[src/common/multicore_pkg.sv]
`default_nettype none

package multicore_pkg;

	// ====================
	// Array sizing
	localparam int N_CORES        = 8;
	localparam int CORE_ID_W      = 3;
	localparam int RUN_W          = $clog2(N_CORES + 1);
	localparam int JOB_LEN        = 4;  // Samples per job
	localparam int JOB_CNT_W      = $clog2(JOB_LEN);
	localparam int STAGGER_CYCLES = 6;
	localparam int STAGGER_W      = $clog2(STAGGER_CYCLES);

	// ====================
	// Data widths
	localparam int SAMPLE_W   = 16;
	localparam int RESULT_W   = 24;
	localparam int JOB_TAG_W  = 4;  // Wraps at 16
	localparam int FIFO_DEPTH = 8;
	localparam int LEVEL_W    = $clog2(FIFO_DEPTH + 1);

	typedef logic signed [SAMPLE_W-1:0] sample_t;

	typedef struct packed {
		logic                       valid;  // Bit 31
		logic [CORE_ID_W-1:0]       core;
		logic [JOB_TAG_W-1:0]       tag;
		logic signed [RESULT_W-1:0] sum;
	} result_word_t;

	// ====================
	// Host registers, word address on wb_adr[3:2]
	localparam logic [1:0] ADDR_SAMPLE = 2'd0;
	localparam logic [1:0] ADDR_RESULT = 2'd1;
	localparam logic [1:0] ADDR_STATUS = 2'd2;

	localparam int STATUS_RUN_LSB  = 0;
	localparam int STATUS_SLVL_LSB = 8;   // Sample FIFO level
	localparam int STATUS_RLVL_LSB = 16;  // Result FIFO level

endpackage

`default_nettype wire
[src/hw/wb_host_port.sv]
`timescale 1ns/10ps
`default_nettype none

module wb_host_port import multicore_pkg::*; (
	input  wire logic               clk,
	input  wire logic               arst_n,
	input  wire logic               wb_cyc,
	input  wire logic               wb_stb,
	input  wire logic               wb_we,
	input  wire logic [3:0]         wb_adr,
	input  wire logic [31:0]        wb_dat_w,
	output logic [31:0]             wb_dat_r,
	output logic                    wb_ack,
	input  wire logic               sample_full,
	output logic                    sample_push,
	output sample_t                 sample_wdata,
	input  wire logic               result_empty,
	input  wire result_word_t       result_rdata,
	output logic                    result_pop,
	input  wire logic [RUN_W-1:0]   running,
	input  wire logic [LEVEL_W-1:0] sample_level,
	input  wire logic [LEVEL_W-1:0] result_level
);

	logic        xfer;
	logic [1:0]  word_adr;
	logic        sample_wr;
	logic        ack_next;
	logic [31:0] rdata_next;
	logic [31:0] status;

	assign xfer      = wb_cyc && wb_stb && !wb_ack;  // One idle cycle after each ack
	assign word_adr  = wb_adr[3:2];
	assign sample_wr = xfer && wb_we && (word_adr == ADDR_SAMPLE);

	always_comb begin
		status = '0;
		status[STATUS_RUN_LSB  +: RUN_W]   = running;
		status[STATUS_SLVL_LSB +: LEVEL_W] = sample_level;
		status[STATUS_RLVL_LSB +: LEVEL_W] = result_level;
	end

	// ====================
	// Address decode
	always_comb begin
		ack_next   = xfer;
		rdata_next = '0;
		result_pop = 1'b0;
		if (xfer) begin
			case (word_adr)
				ADDR_SAMPLE: ack_next = !wb_we || !sample_full;  // Stall while full
				ADDR_RESULT: begin
					if (!wb_we && !result_empty) begin
						result_pop = 1'b1;
						rdata_next = result_rdata;
					end
				end
				ADDR_STATUS: rdata_next = status;
				default:     rdata_next = '0;
			endcase
		end
	end

	always_ff @(posedge clk or negedge arst_n) begin
		if (!arst_n) begin
			wb_ack      <= 1'b0;
			sample_push <= 1'b0;
		end else begin
			wb_ack      <= ack_next;
			sample_push <= sample_wr && !sample_full;  // Lands in the ack cycle
		end
	end

	always_ff @(posedge clk) begin
		if (xfer) begin
			wb_dat_r     <= rdata_next;
			sample_wdata <= sample_t'(wb_dat_w[SAMPLE_W-1:0]);
		end
	end

endmodule

`default_nettype wire

[config.mk]
export PLATFORM = sky130hd
export DESIGN_NAME = wb_host_port
export DESIGN_NICKNAME = d
export VERILOG_FILES = /design/src/common/multicore_pkg.sv /design/src/hw/wb_host_port.sv
export SDC_FILE = /design/constraint.sdc
export NUM_CORES = 1
export LEC_CHECK = 0
export BUFFER_PORTS_ARGS = -buffer_cell sky130_fd_sc_hd__buf_2
export CORE_MARGIN = 5
export CORE_UTILIZATION = 40
export CTS_CLUSTER_SIZE = 14
export DETAILED_ROUTE_END_ITERATION = 8
export PLACE_DENSITY = 0.85
export SLEW_MARGIN = 5
export SYNTH_ARGS = -nofsm -noshare
export SYNTH_HDL_FRONTEND = slang
export SYNTH_SLANG_ARGS = --single-unit
[constraint.sdc]
create_clock -name clk -period 6.2 [get_ports clk]
set_clock_uncertainty 0.1 [all_clocks]
set_input_delay 1.24 -clock clk [delete_from_list [all_inputs] [get_ports clk]]
set_output_delay 1.24 -clock clk [all_outputs]
set_load 0.01 [all_outputs]
* Yosys cells after proc, flatten, opt, wreduce, memory -nomap -nowiden
Index checks and enable logic that the tools add are counted.
Storage, ports and cells: register bits 50, latch bits 0, bits in writable memories 0, memory bits (read-only) 0, bits of input ports 87, output and inout port bits 51, memories 0
Cells by class: $add $sub $neg 0, $mul 0, divide/modulo/power cells 0, magnitude comparators 0, equality and inequality tests 2, shift operators 0, mux-type cells 7, bitwise operators 0, reduce and logical (&&, ||, !) cells 12
Operators by type and width (number):
- $pmux 32 s2 | 1
- $mux 32 | 1
- $logic_and 1x1->1 | 6
- $mux 1 | 5
- $logic_not 1->1 | 4
- $eq 2x1->1 const B | 1
- $eq 2x2->1 const B | 1
- $logic_not 2->1 | 1
- $logic_or 1x1->1 | 1

* Logic depth before layout (Yosys ltp)
word-level depth 5, gate-level depth with buffers 5, gate-level depth less buffers 4

* Worst setup path after synthesis
No wires, ideal clock.
path kind input to output, start input wb_adr[3], end output result_pop, arrival time 1880 ps, required time 4860 ps, slack 2980 ps, cell stages on the path 3, path through inv_1 > ha_1 > nor4b_1
Between the ends: word-level cells in the longest chain between the ends 3
RTL lines:
- from (decl) | RTL line wb_host_port.sv:10 | input wire logic [3:0] wb_adr,
- $eq 2x1->1 | RTL line wb_host_port.sv:50 | case (word_adr)
- $mux 1 | RTL line wb_host_port.sv:50
- $mux 1 | RTL line wb_host_port.sv:49 | if (xfer) begin
- to (decl) | RTL line wb_host_port.sv:19 | output logic result_pop,
Every way passes these cells.

* Worst setup path after layout
Same ends and word-level chain as after synthesis.

==> key figures <==
Placed design
  – Dpl cell area: 2490 um^2
  – Dpl cells: 266
  – Quantity of I/O buffers inserted on ports: 119
  – HPWL reported at the end of detailed placement: 3640 um
  – Setup slack at placement: 2.82 ns
  – Gp weighted congestion: 0.723

Finish
  – Commonest cells after routing, fill and taps aside: buf_2 (119), edfxtp_1 (48), and2_1 (20)
  – Area of all placed cells without fillers: 2600 um^2
  – Proportion of layout cells with a drive suffix above 1: 0.586
  – Number of nets in the layout: 311
  – Number of standard cells in the layout, taps in and fillers out: 274
  – Layout-stage area growth over the synthesis result: 39.7%
  – Final cell utilization of the core: 0.586
  – Most common library cell in the layout ignoring fill and taps: buf_2
  – Number of filler instances in the final layout: 367
  – Antenna cells: 0

Clock tree
  – # resized after CTS: 0
  – # clock sinks: 50
  – Max Buffers Root-to-Sink: 2
  – Setup fix buffers added after clock tree synthesis: 0
  – Latest clock arrival within the worst-skew pair: 0.29 ns
  – Number of levels in the clock H-tree: 2
  – Clock Tree Root: clkbuf_8
  – Clock tree from TritonCTS: yes
  – Post-CTS Hold Fix Bufs: 0
  – CTS Buf Count: 5
  – Clock-pin slew on the worst setup and hold paths: 0.09 ns

Synthesis
  – Number of warning messages in the yosys log: 0
  – Net Count, Synth: 189
  – Mean post-synth cell area: 18.8 um^2
  – Number of distinct library cells after synthesis: 16
  – Summed instance area of the synthesized netlist: 1860 um^2
  – Sequential cell area fraction in the yosys report: 0.800
  – Cell count after synthesis: 99
  – Number of storage elements in the synthesis netlist: 50

Min path
  – Worst Hold Depth: 2
  – WHS Endpoint: wb_ack$_DFF_PN0_
  – Hold path start: wb_ack$_DFF_PN0_
  – HP Class: register to register

Routing
  – Number of DRC markers in iteration 0: 89
  – Routed via count divided by cell count: 4.82
  – Routed length per placed instance: 16.9 um
  – Number of nets still failing antenna checks after routing: 0
  – Number of design rule violations left after detail routing: 0
  – DR pass1 iterations: 4
  – Total Routed Length: 4620 um
  – Vias: 1320

STA
  – Achievable clock frequency: 298 MHz
  – Setup WS post-layout: 2.84 ns
  – Max-slew violation count: 0
  – Setup repair after global routing missed its margin: false
  – Tmin final: 3.36 ns
  – Least-Margin Pin Slew: 0.997 ns
  – Final Setup Violations: 0
  – Slew headroom: 0.335
  – Setup TNS: 0 ns
  – Period utilisation layout: 0.542
  – Final hold violations: 0

Setup path
  – Cell repeated most along the worst path: buf_2
  – Reg-to-Reg Start: wb_ack$_DFF_PN0_
  – Maximum net fanout on the critical path: 3
  – WS Path Type: input pin to output port
  – Largest stage delay on the critical path: 0.23 ns
  – Required time of the worst setup path: 4.86 ns
  – Worst setup EP type: output port
  – Slowest stage cell on the critical path: nor4b_1
  – Worst R2R Setup Slack: 4.31 ns
  – Crit-path cells: buf_2 -> inv_1 -> ha_1 -> nor4b_1 -> buf_2
  – Setup crit start kind: input pin
  – Number of cells on the worst reg-to-reg path: 2
  – WP data arrival: 2.02 ns
  – Startpoint of the most critical setup path: wb_adr[3]
  – Capturing point of the worst reg2reg path: wb_dat_r[6]$_DFFE_PP_

Die
  – Die area: 6130 um^2
  – Initial standard-cell utilization of the core: 0.419
  – Overall die height: 78.3 um
  – Std cell rows: 24
  – Std-Cell Core Area: 4440 um^2
  – Boundary pin count: 138
  – Width of the die: 78.3 um

Job
  – Max Cap Violations: 0

Run status
  – Run status: finished, final reports clean

GRT
  – Via count of the first global-routing pass: 1308
  – Wire length of the first global-routing pass: 6730 um
  – Maximum number of pins on one net before global-route repair: 49
  – Total track usage: 0.146
  – Initial antenna violation count: 0
  – Global-route congestion overflow total: 0

Power and ir drop
  – Max VDD drop: 103 uV
  – Power density relative to cell area: 259 nW/um^2
  – LEAKAGE: 1.14 nW
==> worst max-delay path by stage <==
stage / slack (ns) / end
after floorplan: 2.98 / result_pop
after global placement: 2.90 / result_pop
after detailed placement: 2.82 / result_pop
after CTS: 2.81 / result_pop
after global routing: 2.75 / result_pop
final: 2.84 / result_pop
==> cells in the mapped netlist <==
master,instances,area [um^2]
ha_1,3,37.5
a22o_1,12,105
edfxtp_1,48,1440
and4bb_2,1,12.5
clkbuf_1,1,3.75
nor4b_1,1,8.76
and4bb_4,1,16.3
dfrtp_1,2,50.1
buf_4,1,7.51
nand2_1,1,3.75
inv_1,3,11.3
a31oi_1,1,6.26
nand3b_1,1,7.51
nor3_1,1,5.00
and2_1,20,125
buf_6,2,22.5
==> per-layer routing <==
layer  vias up  wire, um  global-route usage
met4         0        27              0.0315
li1        617         -                   -
met2        85      2370               0.261
met1       614      1710               0.165
met5         -         0                   0
met3         4       519              0.0584
==> worst max-delay path, delay by kind of cell <==
kind	cells	cell delay, ns
fa+ha+maj	1	0.18
simple gates	1	0.23
buf+inv	3	0.36
==> registers in the layout, summed over array words and instances, names as in the netlist <==
register	count
wb_ack	1
sample_wdata	16
sample_push	1
wb_dat_r	32
==> metrics by stage <==
stage          power, mW  hold WS (ns)
2_1_floorplan      0.421         0.524
3_3_place_gp       0.458         0.521
3_5_place_dp       0.460         0.529
4_1_cts            0.683         0.552
5_1_grt            0.707         0.585
6_report           0.675         0.542
==> power breakdown <==
part | switching [mW] | leakage, nW | internal, mW
Sequential | 0.00356 | 0.460 | 0.387
Combinational | 0.0320 | 0.619 | 0.0295
Clock | 0.103 | 0.0585 | 0.121
==> cell type report <==
class / instances / area (um^2) / share of cell area
clock inverter: 3 / 43.8 / 0.0168
clock buffer: 5 / 68.8 / 0.0264
timing repair buffer: 119 / 596 / 0.229
tap: 52 / 65.1 / 0.0250
inverter: 3 / 11.3 / 0.00432
multi-input combinational: 42 / 328 / 0.126
sequential: 50 / 1490 / 0.573
==> cell families after synthesis <==
family                     synth area share
AOI/OAI and AO/OA                    0.0597
DFF                                   0.800
buffers and inverters                0.0242
and+or+nand+nor                      0.0960
adders and majority gates            0.0201
Note: power is estimated with default switching activity, not from simulation.
