===== src/common/multicore_pkg.sv =====
`default_nettype none

package multicore_pkg;

	// ====================
	// Array sizing
	localparam int N_CORES        = 8;
	localparam int CORE_ID_W      = 3;
	localparam int RUN_W          = $clog2(N_CORES + 1);
	localparam int JOB_LEN        = 4;  // Samples per job
	localparam int JOB_CNT_W      = $clog2(JOB_LEN);
	localparam int STAGGER_CYCLES = 6;
	localparam int STAGGER_W      = $clog2(STAGGER_CYCLES);

	// ====================
	// Data widths
	localparam int SAMPLE_W   = 16;
	localparam int RESULT_W   = 24;
	localparam int JOB_TAG_W  = 4;  // Wraps at 16
	localparam int FIFO_DEPTH = 8;
	localparam int LEVEL_W    = $clog2(FIFO_DEPTH + 1);

	typedef logic signed [SAMPLE_W-1:0] sample_t;

	typedef struct packed {
		logic                       valid;  // Bit 31
		logic [CORE_ID_W-1:0]       core;
		logic [JOB_TAG_W-1:0]       tag;
		logic signed [RESULT_W-1:0] sum;
	} result_word_t;

	// ====================
	// Host registers, word address on wb_adr[3:2]
	localparam logic [1:0] ADDR_SAMPLE = 2'd0;
	localparam logic [1:0] ADDR_RESULT = 2'd1;
	localparam logic [1:0] ADDR_STATUS = 2'd2;

	localparam int STATUS_RUN_LSB  = 0;
	localparam int STATUS_SLVL_LSB = 8;   // Sample FIFO level
	localparam int STATUS_RLVL_LSB = 16;  // Result FIFO level

endpackage

`default_nettype wire

===== src/hw/output_collector.sv =====
`timescale 1ns/10ps
`default_nettype none

module output_collector import multicore_pkg::*; (
	input  wire logic                       clk,
	input  wire logic                       arst_n,
	input  wire logic [N_CORES-1:0]         out_en,
	input  wire logic signed [RESULT_W-1:0] results [N_CORES],
	input  wire logic [JOB_TAG_W-1:0]       result_tags [N_CORES],
	output logic [N_CORES-1:0]              out_ack,
	input  wire logic                       fifo_full,
	output logic                            fifo_push,
	output result_word_t                    fifo_wdata
);

	logic [CORE_ID_W-1:0] sel;
	logic                 hit;
	logic                 take;

	// ====================
	// Lowest index wins
	always_comb begin
		sel = '0;
		hit = 1'b0;
		for (int i = N_CORES - 1; i >= 0; i--) begin
			if (out_en[i]) begin
				sel = CORE_ID_W'(i);
				hit = 1'b1;
			end
		end
	end

	// No pick during an ack cycle, the acked core still shows out_en
	assign take = hit && !fifo_full && !fifo_push;

	always_ff @(posedge clk or negedge arst_n) begin
		if (!arst_n) begin
			out_ack   <= '0;
			fifo_push <= 1'b0;
		end else begin
			out_ack   <= take ? (N_CORES'(1) << sel) : '0;
			fifo_push <= take;  // Same cycle as the ack
		end
	end

	always_ff @(posedge clk) begin
		if (take) begin
			fifo_wdata <= '{
				valid: 1'b1,
				core:  sel,
				tag:   result_tags[sel],
				sum:   results[sel]
			};
		end
	end

endmodule

`default_nettype wire


===== config.mk =====
export PLATFORM = sky130hd
export DESIGN_NAME = output_collector
export DESIGN_NICKNAME = d
export VERILOG_FILES = /design/src/common/multicore_pkg.sv /design/src/hw/output_collector.sv
export SDC_FILE = /design/constraint.sdc
export NUM_CORES = 1
export LEC_CHECK = 0
export ABC_AREA = 1
export BUFFER_PORTS_ARGS = -buffer_cell sky130_fd_sc_hd__buf_4
export CAP_MARGIN = 20
export CORE_AREA = 5 5 121 89
export CTS_CLUSTER_DIAMETER = 100
export DETAILED_ROUTE_END_ITERATION = 16
export DIE_AREA = 0 0 126 94
export MAX_ROUTING_LAYER = met4
export PLACE_DENSITY_LB_ADDON = 0.1
export SETUP_SLACK_MARGIN = 0.2
export SLEW_MARGIN = 20
export SYNTH_ARGS = -nofsm -noshare
export SYNTH_HDL_FRONTEND = slang
export SYNTH_SLANG_ARGS = --single-unit

===== constraint.sdc =====
create_clock -name clk -period 4.3 [get_ports clk]
set_input_delay 0.215 -clock clk [delete_from_list [all_inputs] [get_ports clk]]
set_output_delay 0.215 -clock clk [all_outputs]
set_load 0.05 [all_outputs]

Yosys cells after proc, flatten, opt, wreduce, memory -nomap -nowiden
Index checks and enable logic that the tools add are counted.

Input bits: 235. Output and inout port bits: 41. Register bits after elaboration: 40.

Bitwise operators: 1. Shift-type cells: 1. Reductions and logical operators: 4. Order comparisons: 1. Mux-type cells: 23.

Operators with widths (number): $bmux 24 s3 (1); $mux 24 (2); $mux 3 (8); $bmux 4 s3 (1); $mux 1 (8); $mux 4 (2); $mux 8 (1); $shl 1x3->8 const A (1); $ge 4x4->1 const B (1); $not 3->4 (1); $logic_and 1x1->1 (2); $logic_not 1->1 (2).

Depth between registers and ports, before layout
Gate-level depths: netlist (run 1).

Depth in word-level cells: 12. Depth in mapped cells: 14. Depth with buffers taken out: 12.

Worst setup path before layout (run 1)
Ideal clock, no wire load.

Kind: reg2reg. From: register fifo_push. To: register out_ack[0]. Path slack: 0.749 ns. Setup time: 0.083 ns. Stages on the path, launching flop included: 4. Arrival time: 3.468 ns. Cells stage by stage: dfrtp_1 nor3_1 nand2_1 nor2_1.

Word-level cells in the longest chain between the ends: 3.

RTL lines: from (decl) (RTL line output_collector.sv:12) `output logic fifo_push,`; from (signal assigned) (RTL line output_collector.sv:42) `fifo_push <= take;`; $logic_not 1->1 (RTL line output_collector.sv:34) `assign take = hit && !fifo_full && !fifo_push;`; $logic_and 1x1->1 (RTL line output_collector.sv:34); via take (RTL line output_collector.sv:18) `logic take;`; $mux 8 (RTL line output_collector.sv:41) `out_ack <= take ? (N_CORES'(1) << sel) : '0;`; to (signal assigned) (RTL line output_collector.sv:41); to (decl) (RTL line output_collector.sv:10) `output logic [N_CORES-1:0] out_ack,`.

The timed path passes the listed nets, and every way through them passes these cells. A chain may end at the register's enable or synchronous reset.

Final worst setup path (run 1)
From: input port out_en[3]. To: register fifo_wdata[24] in the netlist's numbering (data pin).

Word-level cells in the longest chain between the ends: 8.

RTL lines: from (decl) (RTL line output_collector.sv:7) `input wire logic [N_CORES-1:0] out_en,`; $mux 3 (4 in a row) (RTL line output_collector.sv:26) `if (out_en[i]) begin`; $not 3->4 (implied by the code) (RTL line output_collector.sv:51) `tag: result_tags[sel],`; $bmux 4 s3 (RTL line output_collector.sv:51); $mux 4 (implied by the code) (2 in a row) (RTL line output_collector.sv:51); to (signal assigned) (RTL line output_collector.sv:48) `fifo_wdata <= '{`; to (decl) (RTL line output_collector.sv:13) `output result_word_t fifo_wdata`.

No other way between the ends. The select of a mux whose other input is x is not followed.

==> metrics.cfg, run 1 <==
[global_route]
grt_usage_pct=26.8
antenna_found_initial=0
grt_max_degree=114
grt_pass1_wl_mm=25.2
grt_pass1_vias=5204
grt_overflow=0

[synth]
yosys.area.top_type=edfxtp_1
synthDistinctLibCells=18
synth_top_area_share_pct=23.4
yosysMostFrequentCell=nand3_1
ys_seq_area_share_pct=29.1
syn_area_per_cell_um2=6.11
yosys-top-cells-count=170 x nand3_1, 99 x nand2_1, 93 x inv_1, 66 x nor2_1, 57 x nor3_1
ys.flop_type=edfxtp_1
ys_ff_latch=40
yosys_warnings=0
synth_edf_count=31
netlist_area_um2=3970
synth_area_leaders=edfxtp_1 23%, nand3_1 21%, nand2_1 9.4%, nand4_1 8.8%, inv_1 8.8%
synthesis.nets=885
async_flop_share_pct=22.5
synthCells=650

[clock_tree]
ctsResizeCount=0
clockBufferDepth=2
cts_tree=done
clkSinkCount=40
cts_buffers=5
cts_setup_buffers=0
clk_latency_ns=0.28
clockRootBuffer=clkbuf_16
clkTransAtPathRegs_ns=0.06
htreeDepth=2

[critical_path]
start_kind=primary input
arrival_ns=2.40
cp_slowest_cell=nand2_4
end_kind=register
worstSetupPathType=primary input to register
crit_path_cell_trace=buf_4, nor2_2, nand2_1, nand2_4, buf_4, nor3_1, nor2_1, nand3_1, nand2_1, inv_1
cp_slowest_stage_delay_ns=0.68
worstPathRequired_ns=4.34
cp_num_buf_inv=3
critPathMaxFanout=95
critical_path.top_delay_family=simple AND/OR/NAND/NOR gates

[sta]
clock.fmax_mhz=424
setup_viol=0
tightest_slew_ns=1.09
skew_ns=0.00437
finalSetupTns_ns=0
finalCritPeriodShare_pct=54.9
final_max_slew_viol_count=0
fin_hold_ws_ns=0.231
hold_viol=0
min_period_ns=2.36
rsz0062_at_grt=no
timing.slew.headroom_pct=27.6

[floorplanning]
core-area_um2=9460
dieArea_um2=11800
start_util_pct=42.0
die_w_um=126
die_y_um=94
rows=30
ioPinCount=276

[power_and_ir_drop]
p_clk_share_pct=29.1
swShare_pct=33.6
switching_power_mw=0.492
comb_power_share_pct=39.1
vdd_drop_max_v=0.000149
powerDensity_nw_per_um2=238
leakage_nw=3.27
p_seq_share_pct=31.8
p_int_mw=0.971

[place]
dp_hpwl_mm=11.9
gp_routability_congestion=0.914
port_buffers=274

[final_layout]
final_layout_size_suffix_gt1_share_pct=34.1
areaGrowthSynthToFinish_pct=54.8
fin_nets=1114
n_antenna_cell=0

[routing]
via_per_inst=5.37
first_pass_iters=5
wl_per_cell_um=16.3
wl_mm=16.4
drtIter0Drc=395
vias=5415
ant_nets=0
drcViolationCount=0

[hold_path]
hold_path.class=primary input to register

[flow_run]
cap_violations=0

[run_status]
status=finished clean

-- routing by layer --
layer / wire length, µm / global-route usage [%] / up-vias
met5: 0 / - / -
met4: 436 / 8.13 / 0
met3: 1470 / 6.08 / 42
met2: 8060 / 45.4 / 278
met1: 6420 / 32.1 / 2466
li1: - / - / 2629
-- worst paths after layout --
path                           start        endpoint  slack [ns]  cells after the start
max                        out_en[3]  fifo_wdata[24]        1.94                     10
max in group asynchronous     arst_n      out_ack[2]        3.86                      2
min                        fifo_full       fifo_push        0.23                      2
min reg2reg                fifo_push       fifo_push        0.60                      1
min in group asynchronous     arst_n      out_ack[7]        0.31                      2
max reg2reg                fifo_push      out_ack[6]        2.24                      4
-- power groups by stage --
stage | clock (mW) | sequential, mW | combinational [mW]
floorplan | 0 | 0.566 | 0.222
global placement | 0 | 0.472 | 0.564
detailed placement | 0 | 0.472 | 0.570
CTS | 0.432 | 0.465 | 0.572
global route | 0.452 | 0.467 | 0.619
finish | 0.426 | 0.465 | 0.572
-- cells in the final DEF (no fill, tap or decap) --
master,netlist,final
clkinv_2,0,1
bufinv_16,0,1
nor3_1,57,56
nand3_1,170,170
edfxtp_1,31,31
nand4_1,56,56
nor3_2,0,1
inv_1,93,91
buf_4,5,282
inv_2,1,2
clkinv_1,0,1
a21boi_4,0,1
dfrtp_1,9,9
clkbuf_16,0,5
nor2_2,2,2
nand2_1,99,98
nor2_1,66,66
conb_1,1,1
clkinvlp_4,0,1
nand2_2,3,1
dlygate4sd3_1,0,1
nand2_4,0,3
-- cells by family after synthesis --
logic type             synth area share, %
DFF                                   29.1
buffers and inverters                 16.7
and+or+nand+nor                       53.8
other                               0.0944
AOI/OAI and AO/OA                    0.284
-- state kept, by name (all words and copies together), names as in the netlist --
| name | cells |
|---|---|
| fifo_push | 1 |
| fifo_wdata | 31 |
| out_ack | 8 |
-- through the flow --
stage	instance area [µm²]	utilization (%)	total power [mW]	instances	setup WS (ns)
after global routing	6150	65.0	1.54	1008	1.76
final	6150	65.0	1.46	1008	1.94
after global placement	5960	63.0	1.04	999	1.77
after detailed placement	5960	63.0	1.04	999	1.72
after floorplan	3970	-	0.787	650	0.749
after CTS	6140	64.9	1.47	1008	2.01
-- cell type report --
type | count | area [µm²]
clock buffer | 5 | 125
multi-input combinational | 455 | 2180
inverter | 94 | 353
timing repair buffer | 283 | 2130
sequential | 40 | 1160
tap | 128 | 160
fill | 888 | 3310
clock inverter | 3 | 42.5
-- timing repair --
action,4_1_cts,5_1_grt
hold endpoints to repair,9,0
setup endpoints to repair,0,0
hold buffers,1,0
No activity file was read; power rests on OpenSTA's default activity.
==> inputs of run 2 (changes only) <==
==> constraint.sdc (replaced) <==
create_clock -name clk -period 2.32 [get_ports clk]
set_input_delay 0.116 -clock clk [delete_from_list [all_inputs] [get_ports clk]]
set_output_delay 0.116 -clock clk [all_outputs]
set_load 0.05 [all_outputs]
==> run 2 against run 1 <==
Effect of this change:
- non-clock buffer count rose by 10
- wire length rose by 5.8%
- worst setup slack got worse by 1.4 ns
- sequential cell count did not move
- utilization rose by 1.5 points
- sequential share of layout area fell by 0.42 points
- largest cell class is now buffers
- largest power group unchanged
- highest routed layer unchanged
==> metrics.cfg, run 2 (synthesized netlist as in run 1, its figures left out) <==
[clock_tree]
ctsHoldBuffers=1
cts_setup_buffers=0
clkTransAtPathRegs_ns=0.06
htreeDepth=2
clockRootBuffer=clkbuf_16
clockBufferDepth=2
clkSinkCount=40
ctsResizeCount=0
cts_tree=done
cts_buffers=5
clk_latency_ns=0.29

[critical_path]
critPathMaxFanout=24
worstPathRequired_ns=2.53
arrival_ns=2.03
worstSetupPathType=register to register
start_kind=register
end_kind=register

[sta]
hold_viol=0
timing.slew.headroom_pct=59.3
skew_ns=0.00611
tightest_slew_ns=0.609
clock.fmax_mhz=550
setup_viol=0
min_period_ns=1.82
rsz0062_at_grt=no
final_max_slew_viol_count=0
finalSetupTns_ns=0
finalCritPeriodShare_pct=78.3

[global_route]
antenna_found_initial=0
grt_usage_pct=28.2
grt_pass1_vias=5389
grt_max_degree=79
grt_overflow=0
grt_pass1_wl_mm=26.3

[floorplanning]
die_y_um=94
die_w_um=126
core-area_um2=9460
dieArea_um2=11800
start_util_pct=42.0
ioPinCount=276
rows=30

[final_layout]
fin_nets=1124
final_cell_mix=287 x buf_4, 170 x nand3_1, 98 x nand2_1
regMostFlops=fifo_wdata
final_common_cell=buf_4
largest_reg_flops=31
areaGrowthSynthToFinish_pct=58.3
n_antenna_cell=0
num-fill-cells=887
largestRegisters=fifo_wdata (31), out_ack (8), fifo_push (1)
final_layout_size_suffix_gt1_share_pct=34.8
multi_input_area_um2=2180
final-seq-area_um2=1160

[flow_run]
cap_violations=0

[place]
gp_routability_congestion=0.937
dp_hpwl_mm=13.1
port_buffers=274

[power_and_ir_drop]
p_seq_share_pct=31.3
leakage_nw=3.36
powerDensity_nw_per_um2=440
switching_power_mw=0.939
power_mw=2.76
p_int_mw=1.82
swShare_pct=34.0
comb_power_share_pct=39.7
vdd_drop_max_v=0.000311
p_clk_share_pct=29.1

[hold_path]
hold_path.class=primary input to register

[routing]
drtIter0Drc=465
wl_mm=17.3
first_pass_iters=5
ant_nets=0
via_per_inst=5.43
vias=5523
drcViolationCount=0
wl_per_cell_um=17.0

[run_status]
status=finished clean

## run 2: changes by cell type in the layout (fill, tap and decap cells not counted), sizes merged
cell	previous run	this run
buf	282	292
clkinv	2	1
inv	93	94
## run 2: stage by stage
step	util [%]	instances	cell area (µm²)	worst slack (ns)	hold WS, ns
after detailed placement	64.6	1009	6110	0.457	-0.0548
after floorplan	-	650	3980	0.364	-0.180
final	66.4	1018	6280	0.503	0.0775
after global routing	66.4	1018	6280	0.359	0.0769
after global placement	64.6	1009	6110	0.506	-0.0601
after CTS	66.4	1018	6280	0.495	0.0738
## run 2: worst paths after layout
kind	startpoint	to	slack, ns	cells past startpoint
max	fifo_push	out_ack[4]	0.50	4
min reg2reg	fifo_push	fifo_push	0.57	1
min in group asynchronous	arst_n	out_ack[2]	0.22	2
max reg2reg	fifo_push	out_ack[4]	0.50	4
min	fifo_full	fifo_push	0.08	2
max in group asynchronous	arst_n	out_ack[5]	1.97	2
## run 2: worst max-delay path, cell delays in order (launching register included)
cell     delay, ns
dfrtp_1       0.41
nor3_4        0.53
buf_4         0.45
nand2_1       0.19
nor2_1        0.16
## run 2: metal layers
metal / vias up / track usage (%) / wire length, µm
met5: - / - / 0
met3: 30 / 6.19 / 1720
li1: 2651 / - / -
met4: 0 / 7.05 / 386
met2: 326 / 48.2 / 8530
met1: 2516 / 34.3 / 6700
## run 2: cell type report
type | count | share of cell area, %
clock buffer | 5 | 1.99
inverter | 94 | 5.61
multi-input combinational | 455 | 34.7
timing repair buffer | 293 | 36.0
tap | 128 | 2.55
clock inverter | 3 | 0.677
sequential | 40 | 18.4
## run 2: power by group through the flow
stage / registers (mW) / clock network, mW / logic, mW
CTS: 0.864 / 0.803 / 1.09
global route: 0.867 / 0.842 / 1.19
detailed placement: 0.878 / 0 / 1.09
global placement: 0.879 / 0 / 1.08
finish: 0.864 / 0.803 / 1.10
floorplan: 1.05 / 0 / 0.412
