## config.mk

```make
export PLATFORM = sky130hd
export DESIGN_NAME = reset_sequencer
export DESIGN_NICKNAME = d
export VERILOG_FILES = /design/src/common/multicore_pkg.sv /design/src/hw/reset_sequencer.sv
export SDC_FILE = /design/constraint.sdc
export NUM_CORES = 1
export LEC_CHECK = 0
export ABC_AREA = 1
export BUFFER_PORTS_ARGS = -buffer_cell sky130_fd_sc_hd__buf_2
export CORE_AREA = 5 5 42 44
export DETAILED_ROUTE_END_ITERATION = 8
export DIE_AREA = 0 0 47 49
export GPL_TIMING_DRIVEN = 0
export PLACE_DENSITY = 0.61
export SETUP_SLACK_MARGIN = 0.2
export SLEW_MARGIN = 0
export SYNTH_ARGS = -nofsm -noshare
export SYNTH_HDL_FRONTEND = slang
export SYNTH_SLANG_ARGS = --single-unit
```

## constraint.sdc

```tcl
create_clock -name clk -period 1.8 [get_ports clk]
set_input_delay 0.54 -clock clk [delete_from_list [all_inputs] [get_ports clk]]
set_output_delay 0.54 -clock clk [all_outputs]
set_load 0.005 [all_outputs]
```

## src/common/multicore_pkg.sv

```systemverilog
`default_nettype none

package multicore_pkg;

	// ====================
	// Array sizing
	localparam int N_CORES        = 8;
	localparam int CORE_ID_W      = 3;
	localparam int RUN_W          = $clog2(N_CORES + 1);
	localparam int JOB_LEN        = 4;  // Samples per job
	localparam int JOB_CNT_W      = $clog2(JOB_LEN);
	localparam int STAGGER_CYCLES = 6;
	localparam int STAGGER_W      = $clog2(STAGGER_CYCLES);

	// ====================
	// Data widths
	localparam int SAMPLE_W   = 16;
	localparam int RESULT_W   = 24;
	localparam int JOB_TAG_W  = 4;  // Wraps at 16
	localparam int FIFO_DEPTH = 8;
	localparam int LEVEL_W    = $clog2(FIFO_DEPTH + 1);

	typedef logic signed [SAMPLE_W-1:0] sample_t;

	typedef struct packed {
		logic                       valid;  // Bit 31
		logic [CORE_ID_W-1:0]       core;
		logic [JOB_TAG_W-1:0]       tag;
		logic signed [RESULT_W-1:0] sum;
	} result_word_t;

	// ====================
	// Host registers, word address on wb_adr[3:2]
	localparam logic [1:0] ADDR_SAMPLE = 2'd0;
	localparam logic [1:0] ADDR_RESULT = 2'd1;
	localparam logic [1:0] ADDR_STATUS = 2'd2;

	localparam int STATUS_RUN_LSB  = 0;
	localparam int STATUS_SLVL_LSB = 8;   // Sample FIFO level
	localparam int STATUS_RLVL_LSB = 16;  // Result FIFO level

endpackage

`default_nettype wire
```

## src/hw/reset_sequencer.sv

```systemverilog
`timescale 1ns/10ps
`default_nettype none

module reset_sequencer import multicore_pkg::*; (
	input  wire logic           clk,
	input  wire logic           arst_n,
	output logic [N_CORES-1:0]  core_rst_n,
	output logic [RUN_W-1:0]    running
);

	logic [STAGGER_W-1:0] stagger_cnt;
	logic [RUN_W-1:0]     core_ptr;

	always_ff @(posedge clk or negedge arst_n) begin
		if (!arst_n) begin
			stagger_cnt <= STAGGER_W'(STAGGER_CYCLES - 1);  // Core 0 goes on first clock
			core_ptr    <= '0;
		end else if (core_ptr != RUN_W'(N_CORES)) begin
			if (stagger_cnt == STAGGER_W'(STAGGER_CYCLES - 1)) begin
				stagger_cnt <= '0;
				core_ptr    <= core_ptr + 1'b1;  // Release next core
			end else begin
				stagger_cnt <= stagger_cnt + 1'b1;
			end
		end
	end

	// Every core below the pointer is running
	always_comb begin
		for (int i = 0; i < N_CORES; i++) begin
			core_rst_n[i] = (core_ptr > RUN_W'(i));
		end
	end

	assign running = core_ptr;

endmodule

`default_nettype wire

```

Word level (Yosys, flattened, before mapping)
Cells that the tools add are included.
- equality and inequality tests: 2
- reduce and logical (&&, ||, !) cells: 1
- add/sub/neg operators: 2
- mux-type cells: 1
- $lt $le $gt $ge: 8
- operator list (operator ; number):
    4-bit by 3-bit > comparator with 1-bit output (second input constant) ; 4
    4-bit by 1-bit > comparator with 1-bit output (second input constant) ; 2
    4-bit by 2-bit > comparator with 1-bit output (second input constant) ; 2
    4-bit by 1-bit adder with 4-bit output (second input constant) ; 1
    4-bit inequality test (second input constant) ; 1
    3-bit by 1-bit adder with 3-bit output (second input constant) ; 1
    3-bit equality test (second input constant) ; 1
    3-bit 2-to-1 mux ; 1
    2-bit AND reduction ; 1
- input bits: 2
- output and inout port bits: 12
- word-level logic and storage cells: 16
- register bits: 7

Longest topological paths before layout
Gate-level depths: netlist of the first run.
- word-level depth: 2
- depth in mapped cells: 7
- depth with buffers taken out: 7

Worst setup path after synthesis of the first run
Ideal clock, no wire load.
- kind: reg-to-output
- start point: register core_ptr[0], in the netlist running[0]
- end point: output port core_rst_n[5]
- path buffers: 0
- arrival: 1.209 ns
- slack: 0.051 ns
- stages on the path, launching flop included: 5
- required time: 1.260 ns
- cells stage by stage: dfrtp_1 > inv_1 > ha_1 > or2_2 > o21ai_0
- cells in the longest elaborated chain, start to end: 1
- ends and longest elaborated chain (item ; RTL line ; text):
    start: declaration ; reset_sequencer.sv:12 ; logic [RUN_W-1:0] core_ptr;
    start signal: assignment ; reset_sequencer.sv:21 ; core_ptr <= core_ptr + 1'b1;
    4-bit by 3-bit > comparator with 1-bit output ; reset_sequencer.sv:31 ; core_rst_n[i] = (core_ptr > RUN_W'(i));
    end: declaration ; reset_sequencer.sv:7 ; output logic [N_CORES-1:0] core_rst_n,
No other way between the ends.

Worst setup path in the final report of the first run
- start point: register core_ptr[1], in the netlist running[1]
- end point: output port core_rst_n[5]
Same word-level chain as after synthesis.

==> results.md, run 1 <==
- Worst slack at placement: 83.6 ps
- Vias per std cell: 4.61
- Clock Latency Late Sink: 250 ps
- H-tree Lvls: 1
- Synth top area cells: dfrtp_1 (24%), nand2_1 (17%), ha_1 (12%)
- Final setup margin: -38.8 ps
- Syn. warnings: 0
- Clock Pin Slew Worst Setup and Hold Paths: 50 ps
- Drt wl/cell: 10.5 um
- Pwr Density: 415 nW/um^2
- FP Rows: 14
- Final Non-Filler Cells: 108
- Post-Syn Area: 512 sq um
- Pint: 243 uW
- DR pass1 iterations: 4
- HP Class: in2async
- CORE AREA: 1400 sq um
- Met3 GRT Util: 0.0590
- Seq/Total Area, Yosys: 0.347
- Vias in the first global route: 470
- CP endpoint kind: output pin
- DR vias: 498
- Synthesized instance count: 66
- Layout area overhead: 42.8%
- R2r setup slk: 470 ps
- Yosys cell types: 20
- EDFF count, synth: 0
- TritonCTS clock tree: yes
- Leakage: 0.377 nW
- Placed cell areas: 606 sq um
- Routing usage on met2: 0.197
- Inserted Diodes: 0
- Largest net degree at the start of global routing: 9
- Setup_tns: -57.0 ps
- CP Data Arrival Time: 1300 ps
- Cells along the critical path: inv_2 > ha_2 > or2_4 > o21ai_2 > buf_2
- Hold Buf Count CTS: 0
- Met1 Track Usage GR: 0.125
- Multi-input gate area: 314 sq um
- Final Slew Violations: 0
- Post-route minimum period: 1840 ps
- Fmax: 544 MHz
- Sequential Power Share: 0.520
- Avg Inst Size Synth: 7.75 sq um
- I/O Buffers: 13
- Ys flop type: dfrtp_1
- Placed cells: 95
- Clock Tree Root: clkbuf_4
- CTS buffer count: 3
- Combinational fraction of design power: 0.012
- Sw Share: 0.199
- CP Buf/Inv Count: 2
- Final setup viols: 3
- Grt ovf: 0
- Sink Count: 7
- Fraction of layout cells with a size suffix above 1: 0.533
- Largest area contributor in the netlist: dfrtp_1
- Commonest cells post-synth: nand2_1 (23), inv_1 (6), dfrtp_1 (5), ha_1 (5)
- Status: finished with violations
- Routability cong.: 0.703
- Async S/R FF share, synth: 1.00
- Top Usage Layer GRT: met2
- Fillers: 152
- Count leader, synth: nand2_1
- Failing checks: setup timing
- VDD IR max: 0.435 mV
- Clock share of power: 0.468
- Die X: 47 um
- Final cycle utilization of the critical path: 1.02
- Clk buf depth: 2
- Yosys top cell area share: 0.244
- Final Power: 303 uW
- Post-DP HPWL: 775 um
- CP delay by family, top: flip-flops
- RSZ-0062 raised after global routing: yes
- Net Count, Synth: 73
- Die height: 49 um
- Storage element area: 181 sq um
- Crit start category: register
- FF-to-FF Start: running[0]$_DFFE_PN0P_
- Max FO, Critical Path: 4
- Final hold vios: 0
- Layout Utilization: 0.521
- Antenna violation net count after detailed routing: 0
- Worst slew margin: 0.860
- Initial Util: 0.365
- Worst-Margin Slew: 210 ps
- Nets: 100
- Die Area: 2300 sq um
- Critical path startpoint: running[1]$_DFFE_PN0P_
- Finished Cell Area: 731 sq um
- Initial DRC Count: 3
- Crit-path slowest cell: dfrtp_2
- Worst hold slack: 110 ps
- Gr usage total: 0.115
- Max-Cap Viols: 0
- Post-synthesis register bit count: 7
- Antenna violations before repair: 0
- IO Pins: 14
- CP peak stage delay: 370 ps
- Worst Path Required: 1260 ps
- WS Path Type: reg2out
- P_sw: 60.4 uW
- Drc violations: 0
- Setup Skew: 2.01 ps
- Post-Route WL: 1140 um
- Global-route wire length before repair: 1950 um
==> metal layers <==
layer,vias up,routed length (um),share of wire
li1,257,-,-
met4,0,0,0
met5,-,0,0
met1,230,491,0.43
met3,0,52,0.046
met2,11,595,0.52
==> cell usage in the layout (no fill, tap or decap), drive strengths merged <==
cell    count
dfstp       2
clkbuf      5
dfrtp       5
ha          5
or2         1
buf        24
xnor2       1
nor2        3
xor2        1
nand3       5
nand2      25
inv         8
nand4       2
o21ai       4
a31oi       1
==> layout make-up <==
type / count / area share
repair buffers: 22 / 0.187
flip-flops and latches: 7 / 0.248
clock buffers: 4 / 0.0360
inverters: 8 / 0.0411
plain buffers: 3 / 0.0308
well taps: 16 / 0.0274
multi-input cells: 48 / 0.430
==> timing repair <==
item / 4_1_cts / 5_1_grt
gates resized for setup: 12 / 0
buffers inserted: 9 / 0
endpoints found under the setup margin: 7 / 8
pin swaps: 4 / 2
hold endpoints to repair: 0 / 0
==> final timing paths <==
check                           cells past startpoint                          to
worst max-delay path                                5               core_rst_n[5]
worst min-delay path                                1  stagger_cnt[1]$_DFFE_PN0P_
worst max register to register                      8      running[3]$_DFFE_PN0P_
worst min register to register                      2  stagger_cnt[2]$_DFFE_PN1P_
max in group asynchronous                           1  stagger_cnt[0]$_DFFE_PN1P_
min in group clk                                    2  stagger_cnt[2]$_DFFE_PN1P_
==> power by group through the flow <==
| stage | Sequential (mW) | Clock, mW | Combinational, mW |
|---|---|---|---|
| 2_1_floorplan | 0.160 | 0 | 0.000000198 |
| 3_3_place_gp | 0.160 | 0 | 0.00387 |
| 3_5_place_dp | 0.160 | 0 | 0.00393 |
| 4_1_cts | 0.158 | 0.147 | 0.00398 |
| 5_1_grt | 0.158 | 0.152 | 0.00468 |
| 6_report | 0.158 | 0.142 | 0.00361 |
==> state kept, by name, summed over array words and instances (netlist names) <==
| name | flops |
|---|---|
| running | 4 |
| stagger_cnt | 3 |
==> logic make-up (layout without fill, tap and decap cells) <==
kind of cell,count (synthesis),after routing,share of synthesized area
buffers and inverters,11,37,0.0953
XOR/XNOR,2,2,0.0342
AO/OA/AOI/OAI,5,5,0.0514
AND/OR/NAND/NOR,36,36,0.350
flip-flops,7,7,0.347
adder cells (fa/ha/maj),5,5,0.122
==> worst reg2reg max path, delay by kind of cell (launching register included) <==
family | cells | cell delay [ps]
flip-flops | 1 | 420
AND/OR/NAND/NOR | 4 | 350
buffers and inverters | 3 | 240
adder cells (fa/ha/maj) | 1 | 210
Note: power is estimated with default switching activity, not from simulation.
==> inputs of run 2 (changes only) <==
--- a/config.mk
+++ b/config.mk
@@ -7,9 +7,9 @@
 export LEC_CHECK = 0
 export ABC_AREA = 1
 export BUFFER_PORTS_ARGS = -buffer_cell sky130_fd_sc_hd__buf_2
-export CORE_AREA = 5 5 42 44
+export CORE_AREA = 4 4 41 43
 export DETAILED_ROUTE_END_ITERATION = 8
-export DIE_AREA = 0 0 47 49
+export DIE_AREA = 0 0 45 47
 export GPL_TIMING_DRIVEN = 0
 export PLACE_DENSITY = 0.61
 export SETUP_SLACK_MARGIN = 0.2
==> run 2 against run 1 <==
The flow still finishes with violations (setup timing). First-iteration DRC count rose to 3.0 times the previous value. Final cell count grew 4.6%. Cell area increased by 17%. Clock power about the same. Highest routed layer is now met4. Combinational power about the same. Register-to-register slack got worse by 160 ps. Critical path type unchanged. Sequential share of layout area down 3.5 points. Clock-buffer cell count unchanged. Via count grew 8.2%.
==> results.md, run 2 (synthesis gave the netlist of run 1 again) <==
- Clock Pin Slew Worst Setup and Hold Paths: 50 ps (about the same)
- Nets: 106 (was 100)
- CP peak stage delay: 420 ps (was 370 ps)
- Failing checks: setup timing (unchanged)
- Final Non-Filler Cells: 113 (was 108)
- Crit-path slowest cell: dfrtp_2 (unchanged)
- P_sw: 59.2 uW (was 60.4 uW)
- Status: finished with violations (unchanged)
- Fmax: 536 MHz (was 544 MHz)
- Commonest cells after routing, fill and taps aside: nand2_1 (22), buf_2 (13), buf_4 (11) (was nand2_1 (23), buf_2 (13), buf_4 (9))
- Cells along the critical path: inv_4 > ha_4 > or2_4 > o21ai_2 > buf_2 (was inv_2 > ha_2 > or2_4 > o21ai_2 > buf_2)
- Final cycle utilization of the critical path: 1.04 (was 1.02)
- Drc violations: 0 (unchanged)
- Setup Skew: 5.14 ps (was 2.01 ps)
- Clk buf depth: 2 (unchanged)
- Gr usage total: 0.135 (was 0.115)
- Worst slew margin: 0.860 (about the same)
- Max FO, Critical Path: 3 (was 4)
- Setup_tns: -133 ps (was -57.0 ps)
- CP endpoint kind: output pin (unchanged)
- Worst-Margin Slew: 210 ps (about the same)
- Grt ovf: 0 (unchanged)
- Die Area: 2120 sq um (was 2300 sq um)
- Die height: 47 um (was 49 um)
- Layout area overhead: 66.5% (was 42.8%)
- R2r setup slk: 310 ps (was 470 ps)
- CP delay by family, top: flip-flops (unchanged)
- Inserted Diodes: 0 (unchanged)
- Final hold vios: 0 (unchanged)
- Post-DP HPWL: 764 um (was 775 um)
- FP Rows: 13 (was 14)
- Post-route minimum period: 1870 ps (was 1840 ps)
- Crit start category: register (unchanged)
- Max reg flops: 4 (unchanged)
- Routability cong.: 0.725 (was 0.703)
- Placed cell areas: 604 sq um (was 606 sq um)
- CORE AREA: 1300 sq um (was 1400 sq um)
- IO Pins: 14 (unchanged)
- CP Data Arrival Time: 1330 ps (was 1300 ps)
- Drt wl/cell: 12.1 um (was 10.5 um)
- Antenna violations before repair: 0 (unchanged)
- Clock Latency Late Sink: 250 ps (about the same)
- Combinational fraction of design power: 0.012 (about the same)
- Hold Buf Count CTS: 0 (unchanged)
- RSZ-0062 raised after global routing: yes (unchanged)
- Finished Cell Area: 852 sq um (was 731 sq um)
- Final Slew Violations: 0 (unchanged)
- Final setup margin: -65.2 ps (was -38.8 ps)
- Worst slack at placement: 82.3 ps (was 83.6 ps)
- Global-route wire length before repair: 2020 um (was 1950 um)
- Pint: 243 uW (about the same)
- Leakage: 0.426 nW (was 0.377 nW)
- H-tree Lvls: 1 (unchanged)
- VDD IR max: 0.248 mV (was 0.435 mV)
- Pwr Density: 355 nW/um^2 (was 415 nW/um^2)
- Fraction of layout cells with a size suffix above 1: 0.582 (was 0.533)
- Antenna violation net count after detailed routing: 0 (unchanged)
- Most common cell after layout, fill and taps aside: nand2_1 (unchanged)
- I/O Buffers: 13 (unchanged)
- Sink Count: 7 (unchanged)
- Max-Cap Viols: 0 (unchanged)
- Final Power: 302 uW (was 303 uW)
- Vias in the first global route: 487 (was 470)
- Initial Util: 0.393 (was 0.365)
- Clock Tree Root: clkbuf_4 (unchanged)
- Largest net degree at the start of global routing: 8 (was 9)
- Clock share of power: 0.466 (was 0.468)
- TritonCTS clock tree: yes (unchanged)
- Post-Route WL: 1370 um (was 1140 um)
- Initial DRC Count: 9 (was 3)
- HP Class: in2async (unchanged)
- DR vias: 539 (was 498)
- Final setup viols: 3 (unchanged)
- Worst Path Required: 1260 ps (about the same)
- Sequential Power Share: 0.522 (was 0.520)
- Sw Share: 0.196 (was 0.199)
- Die X: 45 um (was 47 um)
- CP Buf/Inv Count: 2 (unchanged)
- Vias per std cell: 4.77 (was 4.61)
- CTS buffer count: 3 (unchanged)
- Fillers: 108 (was 152)
- WS Path Type: reg2out (unchanged)
- Placed cells: 94 (was 95)
- DR pass1 iterations: 4 (unchanged)
[run 2: repair_timing]
action / CTS / global route
buffers inserted: 10 / 5
pin swaps: 6 / 5
endpoints found under the setup margin: 7 / 9
gates resized for setup: 13 / 12
[run 2: per-layer routing]
layer / vias to the layer above / track usage / routed length [um] / share of wire
met1: 256 / 0.150 / 521 / 0.38
li1: 275 / - / - / -
met2: 6 / 0.237 / 778 / 0.57
met3: 2 / 0.0192 / 41 / 0.030
met4: 0 / 0.0936 / 27 / 0.020
met5: - / 0 / 0 / 0
[run 2: layout make-up]
cell class	instances	area (sq um)	area share
plain buffers	3	22.5	0.0264
clock buffers	4	26.3	0.0308
inverters	8	35.0	0.0411
multi-input cells	48	372	0.436
flip-flops and latches	7	181	0.213
well taps	15	18.8	0.0220
repair buffers	28	196	0.231
[run 2: worst paths after layout]
kind	depth (start not counted)	to	from
setup / recovery	5	core_rst_n[5]	running[0]$_DFFE_PN0P_
hold / removal	1	running[2]$_DFFE_PN0P_	arst_n
setup reg to reg	10	running[3]$_DFFE_PN0P_	running[0]$_DFFE_PN0P_
hold reg to reg	2	stagger_cnt[2]$_DFFE_PN1P_	stagger_cnt[2]$_DFFE_PN1P_
max in group asynchronous	1	stagger_cnt[0]$_DFFE_PN1P_	arst_n
min in group clk	2	stagger_cnt[2]$_DFFE_PN1P_	stagger_cnt[2]$_DFFE_PN1P_
[run 2: power groups by stage]
| stage | sequential (mW) | clock [mW] | combinational [mW] |
|---|---|---|---|
| after detailed placement | 0.160 | 0 | 0.00375 |
| after global placement | 0.160 | 0 | 0.00371 |
| after global routing | 0.158 | 0.153 | 0.00413 |
| final | 0.158 | 0.141 | 0.00359 |
| after floorplan | 0.160 | 0 | 0.000000198 |
| after CTS | 0.158 | 0.140 | 0.00376 |
[run 2: per-stage QoR]
step                      hold slack [ps]   util
after floorplan                       244      -
after global placement                375  0.464
after detailed placement              376  0.464
after CTS                             117  0.580
after global routing                  110  0.655
final                                 110  0.655
